## config.mk

```make
export PLATFORM = sky130hd
export DESIGN_NAME = bumpy_core
export DESIGN_NICKNAME = d
export VERILOG_FILES = /design/src/verilog/geom_pkg.sv /design/src/verilog/motion_pkg.sv /design/src/verilog/bumpy_controller.sv /design/src/verilog/bumpy_core.sv /design/src/verilog/bumpy_move.sv /design/src/verilog/tile_collision.sv
export SDC_FILE = /design/constraint.sdc
export NUM_CORES = 1
export LEC_CHECK = 0
export ABC_AREA = 0
export BUFFER_PORTS_ARGS = -buffer_cell sky130_fd_sc_hd__clkbuf_2
export CORE_ASPECT_RATIO = 0.9
export CORE_MARGIN = 4
export CORE_UTILIZATION = 62
export DETAILED_ROUTE_END_ITERATION = 10
export PLACE_DENSITY = 0.83
export SLEW_MARGIN = 15
export SYNTH_ARGS = -nofsm -noshare
export SYNTH_HDL_FRONTEND = slang
export SYNTH_SLANG_ARGS = --single-unit
```

## constraint.sdc

```tcl
create_clock -name clk -period 11.2 [get_ports clk]
set_input_delay 1.12 -clock clk [delete_from_list [all_inputs] [get_ports clk]]
set_output_delay 1.12 -clock clk [all_outputs]
set_load 0.005 [all_outputs]
```

## src/verilog/geom_pkg.sv

```systemverilog
`default_nettype none

package geom_pkg;

	// fixed point scale, 1/64 pixel per lsb
	localparam int FIXED_SHIFT = 6;

	// screen and tile dimensions in pixels
	localparam int TILE_PX = 64;
	localparam int BUMPY_PX = 16;

	// playfield grid
	localparam int GRID_COLS = 10;
	localparam int GRID_ROWS = 8;

	// position or speed in 1/64 pixel
	typedef logic signed [31:0] fixed_t;

	// top-left corner on screen
	typedef logic signed [10:0] pixel_t;

	// one grid column or row
	typedef logic [3:0] tile_idx_t;

	// col in the high nibble like the teleport byte
	typedef struct packed {
		tile_idx_t col;
		tile_idx_t row;
	} tile_coord_t;

	// tile kind codes
	typedef logic [1:0] tile_kind_t;
	localparam tile_kind_t TILE_FREE = 2'd0;
	localparam tile_kind_t TILE_STEP = 2'd1;
	localparam tile_kind_t TILE_TELEPORT = 2'd2;
	localparam tile_kind_t TILE_BORDER = 2'd3;

	// whole map, entry row*GRID_COLS+col
	typedef tile_kind_t [GRID_COLS*GRID_ROWS-1:0] tile_map_t;

	// one-hot hit edge, zero when nothing hit
	typedef logic [3:0] edge_code_t;
	localparam edge_code_t EDGE_NONE = 4'b0000;
	localparam edge_code_t EDGE_BOTTOM = 4'b0001;
	localparam edge_code_t EDGE_RIGHT = 4'b0010;
	localparam edge_code_t EDGE_TOP = 4'b0100;
	localparam edge_code_t EDGE_LEFT = 4'b1000;

endpackage

`default_nettype wire

```

## src/verilog/motion_pkg.sv

```systemverilog
`default_nettype none

package motion_pkg;

	// movement state of the sprite
	typedef enum logic [2:0] {
		S_RESET,
		S_IDLE,
		S_LEFT,
		S_RIGHT,
		S_DOWN,
		S_UP,
		S_DIE
	} move_state_e;

	// direction key levels
	typedef struct packed {
		logic left;
		logic right;
		logic up;
		logic down;
	} keys_t;

	// collision flags plus the edge that was hit
	typedef struct packed {
		logic step;
		logic free;
		logic border;
		logic teleport;
		geom_pkg::edge_code_t hit_edge;
	} collision_t;

endpackage

`default_nettype wire

```

## src/verilog/bumpy_controller.sv

```systemverilog
`timescale 1ns/100ps
`default_nettype none

module bumpy_controller (
	input wire logic clk,
	input wire logic resetN,
	input wire logic start_of_frame,
	input wire motion_pkg::keys_t keys,
	input wire logic die,
	input wire logic restart,
	input wire motion_pkg::collision_t coll,
	output motion_pkg::move_state_e state
);

	motion_pkg::move_state_e next_state;
	logic can_climb;

	// climbing needs a free tile right under the feet
	assign can_climb = coll.free && (coll.hit_edge == geom_pkg::EDGE_BOTTOM);

	// next state chosen from keys and level inputs
	always_comb begin
		next_state = state;
		if (die) begin
			// die wins from any state
			next_state = motion_pkg::S_DIE;
		end
		else begin
			case (state)
				motion_pkg::S_RESET: begin
					next_state = motion_pkg::S_IDLE;
				end
				motion_pkg::S_DIE: begin
					// stay dead until restart
					if (restart)
						next_state = motion_pkg::S_RESET;
				end
				default: begin
					// key priority up, down, left, right
					if (keys.up) begin
						if (can_climb)
							next_state = motion_pkg::S_UP;
						else
							next_state = motion_pkg::S_IDLE;
					end
					else if (keys.down) begin
						next_state = motion_pkg::S_DOWN;
					end
					else if (keys.left) begin
						next_state = motion_pkg::S_LEFT;
					end
					else if (keys.right) begin
						next_state = motion_pkg::S_RIGHT;
					end
					else begin
						next_state = motion_pkg::S_IDLE;
					end
				end
			endcase
		end
	end

	// state register, updates once per frame only
	always_ff @(posedge clk or negedge resetN) begin
		if (!resetN) begin
			state <= motion_pkg::S_RESET;
		end
		else if (start_of_frame) begin
			state <= next_state;
		end
	end

endmodule

`default_nettype wire

```

## src/verilog/bumpy_core.sv

```systemverilog
`timescale 1ns/100ps
`default_nettype none

module bumpy_core #(
	parameter int SPEED_X = 120,
	parameter int SPEED_Y = 150,
	parameter geom_pkg::tile_coord_t START_TILE = '{col: 4'd0, row: 4'd4}
) (
	input wire logic clk,
	input wire logic resetN,
	input wire logic start_of_frame,
	input wire motion_pkg::keys_t keys,
	input wire logic die,
	input wire logic restart,
	input wire geom_pkg::tile_map_t tile_map,
	input wire geom_pkg::tile_coord_t teleport_target,
	output geom_pkg::pixel_t offset_x,
	output geom_pkg::pixel_t offset_y,
	output motion_pkg::move_state_e state
);

	// loop between the three blocks
	geom_pkg::fixed_t pos_x;
	geom_pkg::fixed_t pos_y;
	motion_pkg::collision_t coll;

	// movement state from keys
	bumpy_controller u_controller (
		.clk            (clk),
		.resetN         (resetN),
		.start_of_frame (start_of_frame),
		.keys           (keys),
		.die            (die),
		.restart        (restart),
		.coll           (coll),
		.state          (state)
	);

	// tile lookup around the sprite
	tile_collision u_collision (
		.clk      (clk),
		.resetN   (resetN),
		.pos_x    (pos_x),
		.pos_y    (pos_y),
		.tile_map (tile_map),
		.coll     (coll)
	);

	// speeds and position
	bumpy_move #(
		.SPEED_X    (SPEED_X),
		.SPEED_Y    (SPEED_Y),
		.START_TILE (START_TILE)
	) u_move (
		.clk             (clk),
		.resetN          (resetN),
		.start_of_frame  (start_of_frame),
		.state           (state),
		.coll            (coll),
		.teleport_target (teleport_target),
		.pos_x           (pos_x),
		.pos_y           (pos_y),
		.offset_x        (offset_x),
		.offset_y        (offset_y)
	);

endmodule

`default_nettype wire

```

## src/verilog/bumpy_move.sv

```systemverilog
`timescale 1ns/100ps
`default_nettype none

module bumpy_move #(
	parameter int SPEED_X = 120,
	parameter int SPEED_Y = 150,
	parameter geom_pkg::tile_coord_t START_TILE = '{col: 4'd0, row: 4'd4}
) (
	input wire logic clk,
	input wire logic resetN,
	input wire logic start_of_frame,
	input wire motion_pkg::move_state_e state,
	input wire motion_pkg::collision_t coll,
	input wire geom_pkg::tile_coord_t teleport_target,
	output geom_pkg::fixed_t pos_x,
	output geom_pkg::fixed_t pos_y,
	output geom_pkg::pixel_t offset_x,
	output geom_pkg::pixel_t offset_y
);

	// sizes in fixed point
	localparam geom_pkg::fixed_t TILE_FX = geom_pkg::TILE_PX << geom_pkg::FIXED_SHIFT;
	localparam geom_pkg::fixed_t BUMPY_FX = geom_pkg::BUMPY_PX << geom_pkg::FIXED_SHIFT;
	localparam geom_pkg::fixed_t STEP_FX = 7 << geom_pkg::FIXED_SHIFT;
	// sprite centred inside a tile
	localparam geom_pkg::fixed_t CENTER_FX = TILE_FX / 2 - BUMPY_FX / 2;
	// jump reach, up is a tile less three steps
	localparam geom_pkg::fixed_t JUMP_LIMIT_Y = TILE_FX - 3 * STEP_FX;
	localparam geom_pkg::fixed_t JUMP_LIMIT_X = TILE_FX;

	geom_pkg::fixed_t speed_x;
	geom_pkg::fixed_t speed_y;
	geom_pkg::fixed_t jump_start_x;
	geom_pkg::fixed_t jump_start_y;
	logic on_bottom;

	// top-left of a centred sprite in the given tile
	function automatic geom_pkg::fixed_t tile_origin(input geom_pkg::tile_idx_t idx);
		return geom_pkg::fixed_t'(idx) * TILE_FX + CENTER_FX;
	endfunction

	assign on_bottom = (coll.hit_edge == geom_pkg::EDGE_BOTTOM);

	// jump origin
	always_ff @(posedge clk or negedge resetN) begin
		if (!resetN) begin
			jump_start_x <= '0;
			jump_start_y <= '0;
		end
		else if ((coll.step && on_bottom) ||
				(state == motion_pkg::S_UP && coll.free && on_bottom)) begin
			jump_start_x <= pos_x;
			jump_start_y <= pos_y;
		end
		else if (coll.border) begin
			// push the reach window away from the wall
			if (coll.hit_edge == geom_pkg::EDGE_LEFT)
				jump_start_x <= pos_x - JUMP_LIMIT_X / 2 - BUMPY_FX / 2;
			else if (coll.hit_edge == geom_pkg::EDGE_RIGHT)
				jump_start_x <= pos_x + JUMP_LIMIT_X / 2 + BUMPY_FX / 2;
		end
	end

	// vertical speed
	always_ff @(posedge clk or negedge resetN) begin
		if (!resetN) begin
			speed_y <= '0;
		end
		else begin
			case (state)
				motion_pkg::S_RESET: speed_y <= '0;
				motion_pkg::S_IDLE, motion_pkg::S_LEFT, motion_pkg::S_RIGHT: begin
					// bounce off a step, fall back past the jump limit
					if (coll.step && on_bottom && speed_y >= 0)
						speed_y <= -SPEED_Y;
					else if (pos_y < jump_start_y - JUMP_LIMIT_Y && speed_y <= 0)
						speed_y <= SPEED_Y;
				end
				motion_pkg::S_DOWN: speed_y <= SPEED_Y;
				motion_pkg::S_UP: speed_y <= -SPEED_Y;
				// no motion while dead
				default: speed_y <= '0;
			endcase
		end
	end

	// horizontal speed, stops one tile from the origin
	always_ff @(posedge clk or negedge resetN) begin
		if (!resetN) begin
			speed_x <= '0;
		end
		else begin
			case (state)
				motion_pkg::S_LEFT: begin
					if (pos_x < jump_start_x - JUMP_LIMIT_X - speed_x && speed_x <= 0)
						speed_x <= '0;
					else
						speed_x <= -SPEED_X;
				end
				motion_pkg::S_RIGHT: begin
					if (pos_x > jump_start_x + JUMP_LIMIT_X - speed_x && speed_x >= 0)
						speed_x <= '0;
					else
						speed_x <= SPEED_X;
				end
				default: speed_x <= '0;
			endcase
		end
	end

	// position, teleport beats the per-frame step
	always_ff @(posedge clk or negedge resetN) begin
		if (!resetN) begin
			pos_x <= tile_origin(START_TILE.col);
			pos_y <= tile_origin(START_TILE.row);
		end
		else if (coll.teleport && on_bottom) begin
			pos_x <= tile_origin(teleport_target.col);
			pos_y <= tile_origin(teleport_target.row);
		end
		else if (start_of_frame) begin
			pos_x <= pos_x + speed_x;
			pos_y <= pos_y + speed_y;
		end
	end

	// back to whole pixels
	assign offset_x = geom_pkg::pixel_t'(pos_x >>> geom_pkg::FIXED_SHIFT);
	assign offset_y = geom_pkg::pixel_t'(pos_y >>> geom_pkg::FIXED_SHIFT);

endmodule

`default_nettype wire

```

## src/verilog/tile_collision.sv

```systemverilog
`timescale 1ns/100ps
`default_nettype none

module tile_collision (
	input wire logic clk,
	input wire logic resetN,
	input wire geom_pkg::fixed_t pos_x,
	input wire geom_pkg::fixed_t pos_y,
	input wire geom_pkg::tile_map_t tile_map,
	output motion_pkg::collision_t coll
);

	// pixel to tile index shift
	localparam int TILE_SHIFT = $clog2(geom_pkg::TILE_PX);
	localparam int HALF_PX = geom_pkg::BUMPY_PX / 2;

	geom_pkg::fixed_t px;
	geom_pkg::fixed_t py;
	geom_pkg::tile_kind_t foot_kind;
	geom_pkg::tile_kind_t left_kind;
	geom_pkg::tile_kind_t right_kind;
	motion_pkg::collision_t next_coll;

	// kind of the tile under one pixel, outside the grid reads as border
	function automatic geom_pkg::tile_kind_t kind_at(input geom_pkg::fixed_t x,
			input geom_pkg::fixed_t y, input geom_pkg::tile_map_t tiles);
		geom_pkg::fixed_t col;
		geom_pkg::fixed_t row;
		col = x >>> TILE_SHIFT;
		row = y >>> TILE_SHIFT;
		if (col < 0 || row < 0 || col >= geom_pkg::GRID_COLS || row >= geom_pkg::GRID_ROWS)
			return geom_pkg::TILE_BORDER;
		return tiles[row * geom_pkg::GRID_COLS + col];
	endfunction

	// sprite top-left in whole pixels
	assign px = pos_x >>> geom_pkg::FIXED_SHIFT;
	assign py = pos_y >>> geom_pkg::FIXED_SHIFT;

	// centre column one row below the sprite
	assign foot_kind = kind_at(px + HALF_PX, py + geom_pkg::BUMPY_PX, tile_map);
	// centre row just outside each side
	assign left_kind = kind_at(px - 1, py + HALF_PX, tile_map);
	assign right_kind = kind_at(px + geom_pkg::BUMPY_PX, py + HALF_PX, tile_map);

	// foot first, then left side, then right side
	always_comb begin
		next_coll = '0;
		next_coll.hit_edge = geom_pkg::EDGE_NONE;
		case (foot_kind)
			geom_pkg::TILE_STEP: begin
				next_coll.step = 1'b1;
				next_coll.hit_edge = geom_pkg::EDGE_BOTTOM;
			end
			geom_pkg::TILE_TELEPORT: begin
				next_coll.teleport = 1'b1;
				next_coll.hit_edge = geom_pkg::EDGE_BOTTOM;
			end
			geom_pkg::TILE_FREE: begin
				next_coll.free = 1'b1;
				next_coll.hit_edge = geom_pkg::EDGE_BOTTOM;
			end
			default: begin
				if (left_kind == geom_pkg::TILE_BORDER) begin
					next_coll.border = 1'b1;
					next_coll.hit_edge = geom_pkg::EDGE_LEFT;
				end
				else if (right_kind == geom_pkg::TILE_BORDER) begin
					next_coll.border = 1'b1;
					next_coll.hit_edge = geom_pkg::EDGE_RIGHT;
				end
			end
		endcase
	end

	// one cycle from position to flags
	always_ff @(posedge clk or negedge resetN) begin
		if (!resetN)
			coll <= '0;
		else
			coll <= next_coll;
	end

endmodule

`default_nettype wire
```

==> reports/qor.yml, run 1 <==
skew_ps: 9.90
clk_pin_slew_ps: 60
synthFlopType: "dfrtp_1"
cpPeakStageDelay_ps: 540
timing.final.crit_period_ps: 5680
io_buffers: 201
synthArstFlopShare_pct: 100
top_level_ports: 202
placed_area_um2: 21000
cpMostUsedCell: "a21o_1"
core_um2: 31300
cp-start-kind: "flop"
ys_types: 83
area_growth_pct: 8.80
wl_per_cell_um: 21.3
final_nets: 3064
postCtsHoldBufs: 0
die_area_um2: 35100
fp.dieH_um: 178
status: "complete, no violations"
rows: 61
max-clock-path-buffers: 2
dieWidth_um: 197
syn_area_per_cell_um2: 7.90
first_pass_iters: 9
netlist_area_um2: 19900
clock_latency_ps: 440
h-tree-depth: 4
regToRegSetupSlack_ps: 5520
vias: 20400
finalNonFillerCells: 3045
path_buf_inv: 2
netlist_top_cells_area: "dfrtp_1, ha_1, nand2_1"
drt-total-wl_mm: 64.9
cp_max_fo: 47
grt_max_degree: 75
synth_seq_cells: 136
fill_cells: 2538
max_freq_mhz: 176
initial_core_util_pct: 63.6
postCtsSetupBuffers: 0
root_buffer: "clkbuf_16"
worstSetupPathType: "flop to flop"
gr-total-overflow: 0
final_util_pct: 69.2
post-synth-top-area-fraction_pct: 16.5
slew_viol_final: 0
worst_pin_slew_ps: 1140
timing.final.crit_share_pct: 50.7
hold_path_class: "flop to flop"
finalWeightedCongestion: 0.951
antenna_cells: 0
postSynthCellCount: 2520
cts_tree: "built"
numClockSinks: 136
grt_use_total_pct: 36.6
yosysSeqAreaShare_pct: 17.1
avgViaCountPerCell: 6.71
final_antenna_net_count: 0
arrival_ps: 6000
synth_edf_count: 0
cts_buffers: 17
drc_errors: 0
cp-end-kind: "flop"
dpl.cell_count: 3014
cts_resized: 0
synth_most_common_cell: "nand2_1"
yosys.area.top_type: "dfrtp_1"
grt_pass1_vias: 20200
rsz0062_at_grt: "false"
timing_hold_violations_final: 0
worst_ep_required_time_ps: 11520
drv_cap: 0
yosysWarnings: 0
design_area_um2: 21700
synth_fp_nets: 2960
synth_common_cells: "nand2_1, ha_1, nor2_1"
grt_pass1_wl_mm: 105
setup_viol: 0
path_cells: "buf_4, ha_1, ha_1, a21o_1, a21o_1, a21oi_1, inv_1, or3_1, nor3_1, o31ai_1, a21o_1, a21oi_1, xor2_1, ha_1, a21o_1, a21o_1, a21o_1, a21o_1, a21o_1, a31oi_1, o21a_1, a21o_1, nand3_1, a41o_1"
max_slew_margin_pct: 23.7
cpMaxStageDelayCell: "buf_4"
drive_gt1_share_pct: 13.4
cpLargestDelayFamily: "compound AO/OA/AOI/OAI gates"
antenna_found_initial: 0
setup-tns-final_ps: 0
drtIter0Drc: 2478
dpl.hpwl_mm: 48.4
-- worst min-delay path, stage by stage, from the launching register on --
cell	delay [ps]
dfrtp_1	350
nand2_1	50
nand2_1	50
-- state kept, by name, indices dropped and copies added, names as in the netlist --
register / cells
u_move.jump_start_y: 31
u_move.pos_y: 31
u_move.jump_start_x: 29
u_move.pos_x: 29
u_collision.coll: 7
u_controller.state: 3
u_move.speed_x: 3
u_move.speed_y: 3
-- per-layer routing --
metal | GRT usage, % | part of all wire (%) | vias to the layer above
met5 | 0 | 0 | -
met4 | 15.5 | 4.4 | 0
met3 | 5.76 | 8.9 | 244
met2 | 61.1 | 47 | 1210
met1 | 47.5 | 40 | 9577
li1 | - | - | 9386
-- final timing paths --
check,cells past startpoint,from,to
min,2,u_move.jump_start_x[8],u_move.jump_start_x[8]
min reg2reg,2,u_move.jump_start_x[8],u_move.jump_start_x[8]
max in group asynchronous,2,resetN,u_move.pos_x[12]
min in group asynchronous,1,resetN,u_move.jump_start_x[5]
max reg2reg,24,u_move.speed_x[30],u_move.speed_x[3]
max,24,u_move.speed_x[30],u_move.speed_x[3]
-- area by class of cell --
class / instances / area [µm²] / share of cell area [%]
timing repair buffer: 230 / 1230 / 5.68
clock buffer: 19 / 443 / 2.04
tap: 409 / 512 / 2.36
sequential: 136 / 3410 / 15.7
clock inverter: 12 / 224 / 1.03
multi-input combinational: 2123 / 15400 / 71.1
inverter: 116 / 435 / 2.01
-- layout by cell type (no fill, tap or decap), types with 17 or more instances in the layout --
| master | synthesis | final |
|---|---|---|
| clkbuf_2 | 0 | 199 |
| or3_1 | 21 | 21 |
| nor4_1 | 27 | 27 |
| o21a_1 | 34 | 34 |
| xnor2_1 | 114 | 113 |
| nor3_1 | 63 | 63 |
| a21oi_1 | 176 | 176 |
| nor2_1 | 192 | 192 |
| nand3_1 | 94 | 94 |
| a31oi_1 | 24 | 24 |
| buf_4 | 26 | 29 |
| mux2i_1 | 69 | 69 |
| nand2_1 | 326 | 326 |
| mux4_2 | 50 | 50 |
| o21ai_0 | 149 | 149 |
| a211oi_1 | 17 | 17 |
| nor2b_1 | 27 | 27 |
| dfrtp_1 | 131 | 130 |
| ha_1 | 255 | 255 |
| xor2_1 | 76 | 75 |
| inv_1 | 115 | 115 |
| nand4_1 | 51 | 51 |
| a21o_1 | 73 | 73 |
| clkbuf_16 | 0 | 17 |
| o211ai_1 | 31 | 31 |
-- kinds of logic after synthesis --
kind of cell	count (synthesis)	synth area share, %
flip-flops	136	17.1
AND/OR/NAND/NOR	913	21.8
multiplexers	128	9.93
buffers and inverters	261	5.72
AO/OA/AOI/OAI	626	19.9
adder cells (fa/ha/maj)	263	16.8
XOR/XNOR	193	8.69
-- stage by stage --
step | hold slack, ps | setup WS, ps
2_1_floorplan | 445 | 5210
4_1_cts | 479 | 5580
3_3_place_gp | 459 | 5720
6_report | 482 | 5520
5_1_grt | 495 | 5200
3_5_place_dp | 462 | 5620
Power of run 1 is not shown: default switching activity piles up to over one toggle a cycle in this logic, so the estimate is an artifact.
==> inputs of run 2 (changes only) <==
CORE_UTILIZATION = 56   (was 62)
PLACE_DENSITY = 0.79   (was 0.83)
clock period = 5 ns   (was 11.2 ns; I/O delays follow)
==> reports/qor.yml, run 2 (synthesis results as in run 1) <==
status: "complete, no violations"  # unchanged
finalNonFillerCells: 3163  # was 3045
numClockSinks: 136  # unchanged
final_cell_mix: "nand2_1, ha_1, clkbuf_2"  # unchanged
first_pass_iters: 6  # was 9
drv_cap: 0  # unchanged
rows: 65  # was 61
design_area_um2: 22300  # was 21700 µm²
cts_buffers: 17  # unchanged
drc_errors: 0  # unchanged
worst_pin_slew_ps: 1090  # was 1140 ps
final_nets: 3121  # was 3064
gr-total-overflow: 0  # unchanged
cp-end-kind: "flop"  # unchanged
max_freq_mhz: 208  # was 176 MHz
fp.dieH_um: 187  # was 178 µm
initial_core_util_pct: 56.8  # was 63.6%
worst_ep_required_time_ps: 5320  # was 11520 ps
top_level_ports: 202  # unchanged
h-tree-depth: 4  # unchanged
timing.final.crit_period_ps: 4810  # was 5680 ps
dpl.cell_count: 3126  # was 3014
grt_max_degree: 100  # was 75
io_buffers: 201  # unchanged
die_area_um2: 38600  # was 35100 µm²
placed_area_um2: 21600  # was 21000 µm²
max-clock-path-buffers: 2  # unchanged
dpl.hpwl_mm: 49.9  # was 48.4 mm
grt_pass1_wl_mm: 105  # about the same
drtIter0Drc: 2130  # was 2478
slew_viol_final: 0  # unchanged
root_buffer: "clkbuf_16"  # unchanged
dieWidth_um: 207  # was 197 µm
clock_latency_ps: 440  # about the same
rsz0062_at_grt: "true"  # was false
drt-total-wl_mm: 65.1  # was 64.9 mm
grt_use_total_pct: 33.1  # was 36.6%
drive_gt1_share_pct: 16.3  # was 13.4%
skew_ps: 13.1  # was 9.90 ps
hold_path_class: "input port to asynchronous set/reset pin"  # was flop to flop
cp_max_fo: 7  # was 47
multi_input_area_um2: 15600  # was 15400 µm²
wl_per_cell_um: 20.6  # was 21.3 µm
worstSetupPathType: "flop to flop"  # unchanged
antenna_cells: 0  # unchanged
cts_tree: "built"  # unchanged
fill_cells: 3048  # was 2538
antenna_found_initial: 0  # unchanged
final_antenna_net_count: 0  # unchanged
core_um2: 35100  # was 31300 µm²
r2r_cells: 24  # unchanged
clk_pin_slew_ps: 70  # was 60 ps
area_growth_pct: 12.1  # was 8.80%
max_slew_margin_pct: 27.5  # was 23.7%
vias: 20400  # about the same
setup_viol: 0  # unchanged
reg_top3: "u_move.jump_start_y (31), u_move.pos_y (31)"  # unchanged
timing.final.crit_share_pct: 96.2  # was 50.7%
grt_pass1_vias: 20100  # was 20200
timing_hold_violations_final: 0  # unchanged
final_common_cell: "nand2_1"  # unchanged
regArea_um2: 3410  # about the same
avgViaCountPerCell: 6.44  # was 6.71
finalWeightedCongestion: 0.990  # was 0.951
cp-start-kind: "flop"  # unchanged
arrival_ps: 5130  # was 6000 ps
postCtsHoldBufs: 0  # unchanged
[run 2: changes by cell type in the layout (fill, tap and decap cells not counted), sizes merged]
cell / delta
bufinv: -3
buf: +57
clkbuf: -1
clkinvlp: +1
inv: +1
clkinv: +3
[run 2: final timing paths]
kind / startpoint / endpoint / slack, ps
worst min register to register: u_move.jump_start_x[6] / u_move.jump_start_x[6] / 480
worst min-delay path: resetN / u_move.pos_x[23] / 160
min in group clk: teleport_target[2] / u_move.pos_y[14] / 270
worst max register to register: u_move.speed_x[30] / u_move.speed_x[3] / 190
worst max-delay path: u_move.speed_x[30] / u_move.speed_x[3] / 190
max in group asynchronous: resetN / u_move.speed_x[30] / 3650
[run 2: final cells by class]
| class | count | share of cell area [%] |
|---|---|---|
| Tap cell | 469 | 2.63 |
| Clock buffer | 18 | 1.92 |
| Timing Repair Buffer | 287 | 7.55 |
| Inverter | 116 | 1.97 |
| Multi-Input combinational cell | 2123 | 69.9 |
| Sequential cell | 136 | 15.3 |
| Clock inverter | 14 | 0.779 |
[run 2: worst max-delay path: stages (launching register included)]
cell and delay, ps:
dfrtp_4 540, ha_1 310, buf_4 150, ha_4 240, a21o_1 150, a21o_1 160, a21oi_2 190, inv_1 50
or3_1 380, nor3_4 190, o31ai_1 110, a21o_1 170, a21oi_2 130, xor2_1 160, ha_1 260, a21o_1 160
a21o_1 140, a21o_1 150, a21o_1 150, a21o_1 150, a31oi_1 130, o21a_1 160, a21o_1 110, nand3_1 120
a41o_1 270
[run 2: metal layers]
| metal | track usage, % | part of all wire, % | up-vias |
|---|---|---|---|
| li1 | - | - | 9510 |
| met1 | 44.8 | 42 | 9602 |
| met2 | 53.4 | 46 | 1036 |
| met3 | 4.42 | 7.6 | 206 |
| met4 | 14.0 | 4.4 | 0 |
| met5 | 0 | 0 | - |
[run 2: timing repair]
| item | in CTS | in global routing |
|---|---|---|
| gates resized for setup | 1 | 16 |
| endpoints found under the hold margin | 0 | 0 |
| setup buffers | 1 | 4 |
| pin swaps | 0 | 5 |
| endpoints found under the setup margin | 1 | 4 |
[run 2: metrics by stage]
stage / setup slack, ps / hold slack, ps / utilization (%) / setup TNS, ps
4_1_cts: 75.6 / 225 / 63.4 / 0
3_3_place_gp: 134 / 464 / 61.7 / 0
2_1_floorplan: -40.2 / 204 / - / -52.1
5_1_grt: -15.7 / 258 / 63.7 / -15.7
6_report: 190 / 162 / 63.7 / 0
3_5_place_dp: -48.8 / 472 / 61.7 / -48.8
Power of run 2 is left out for the same reason.
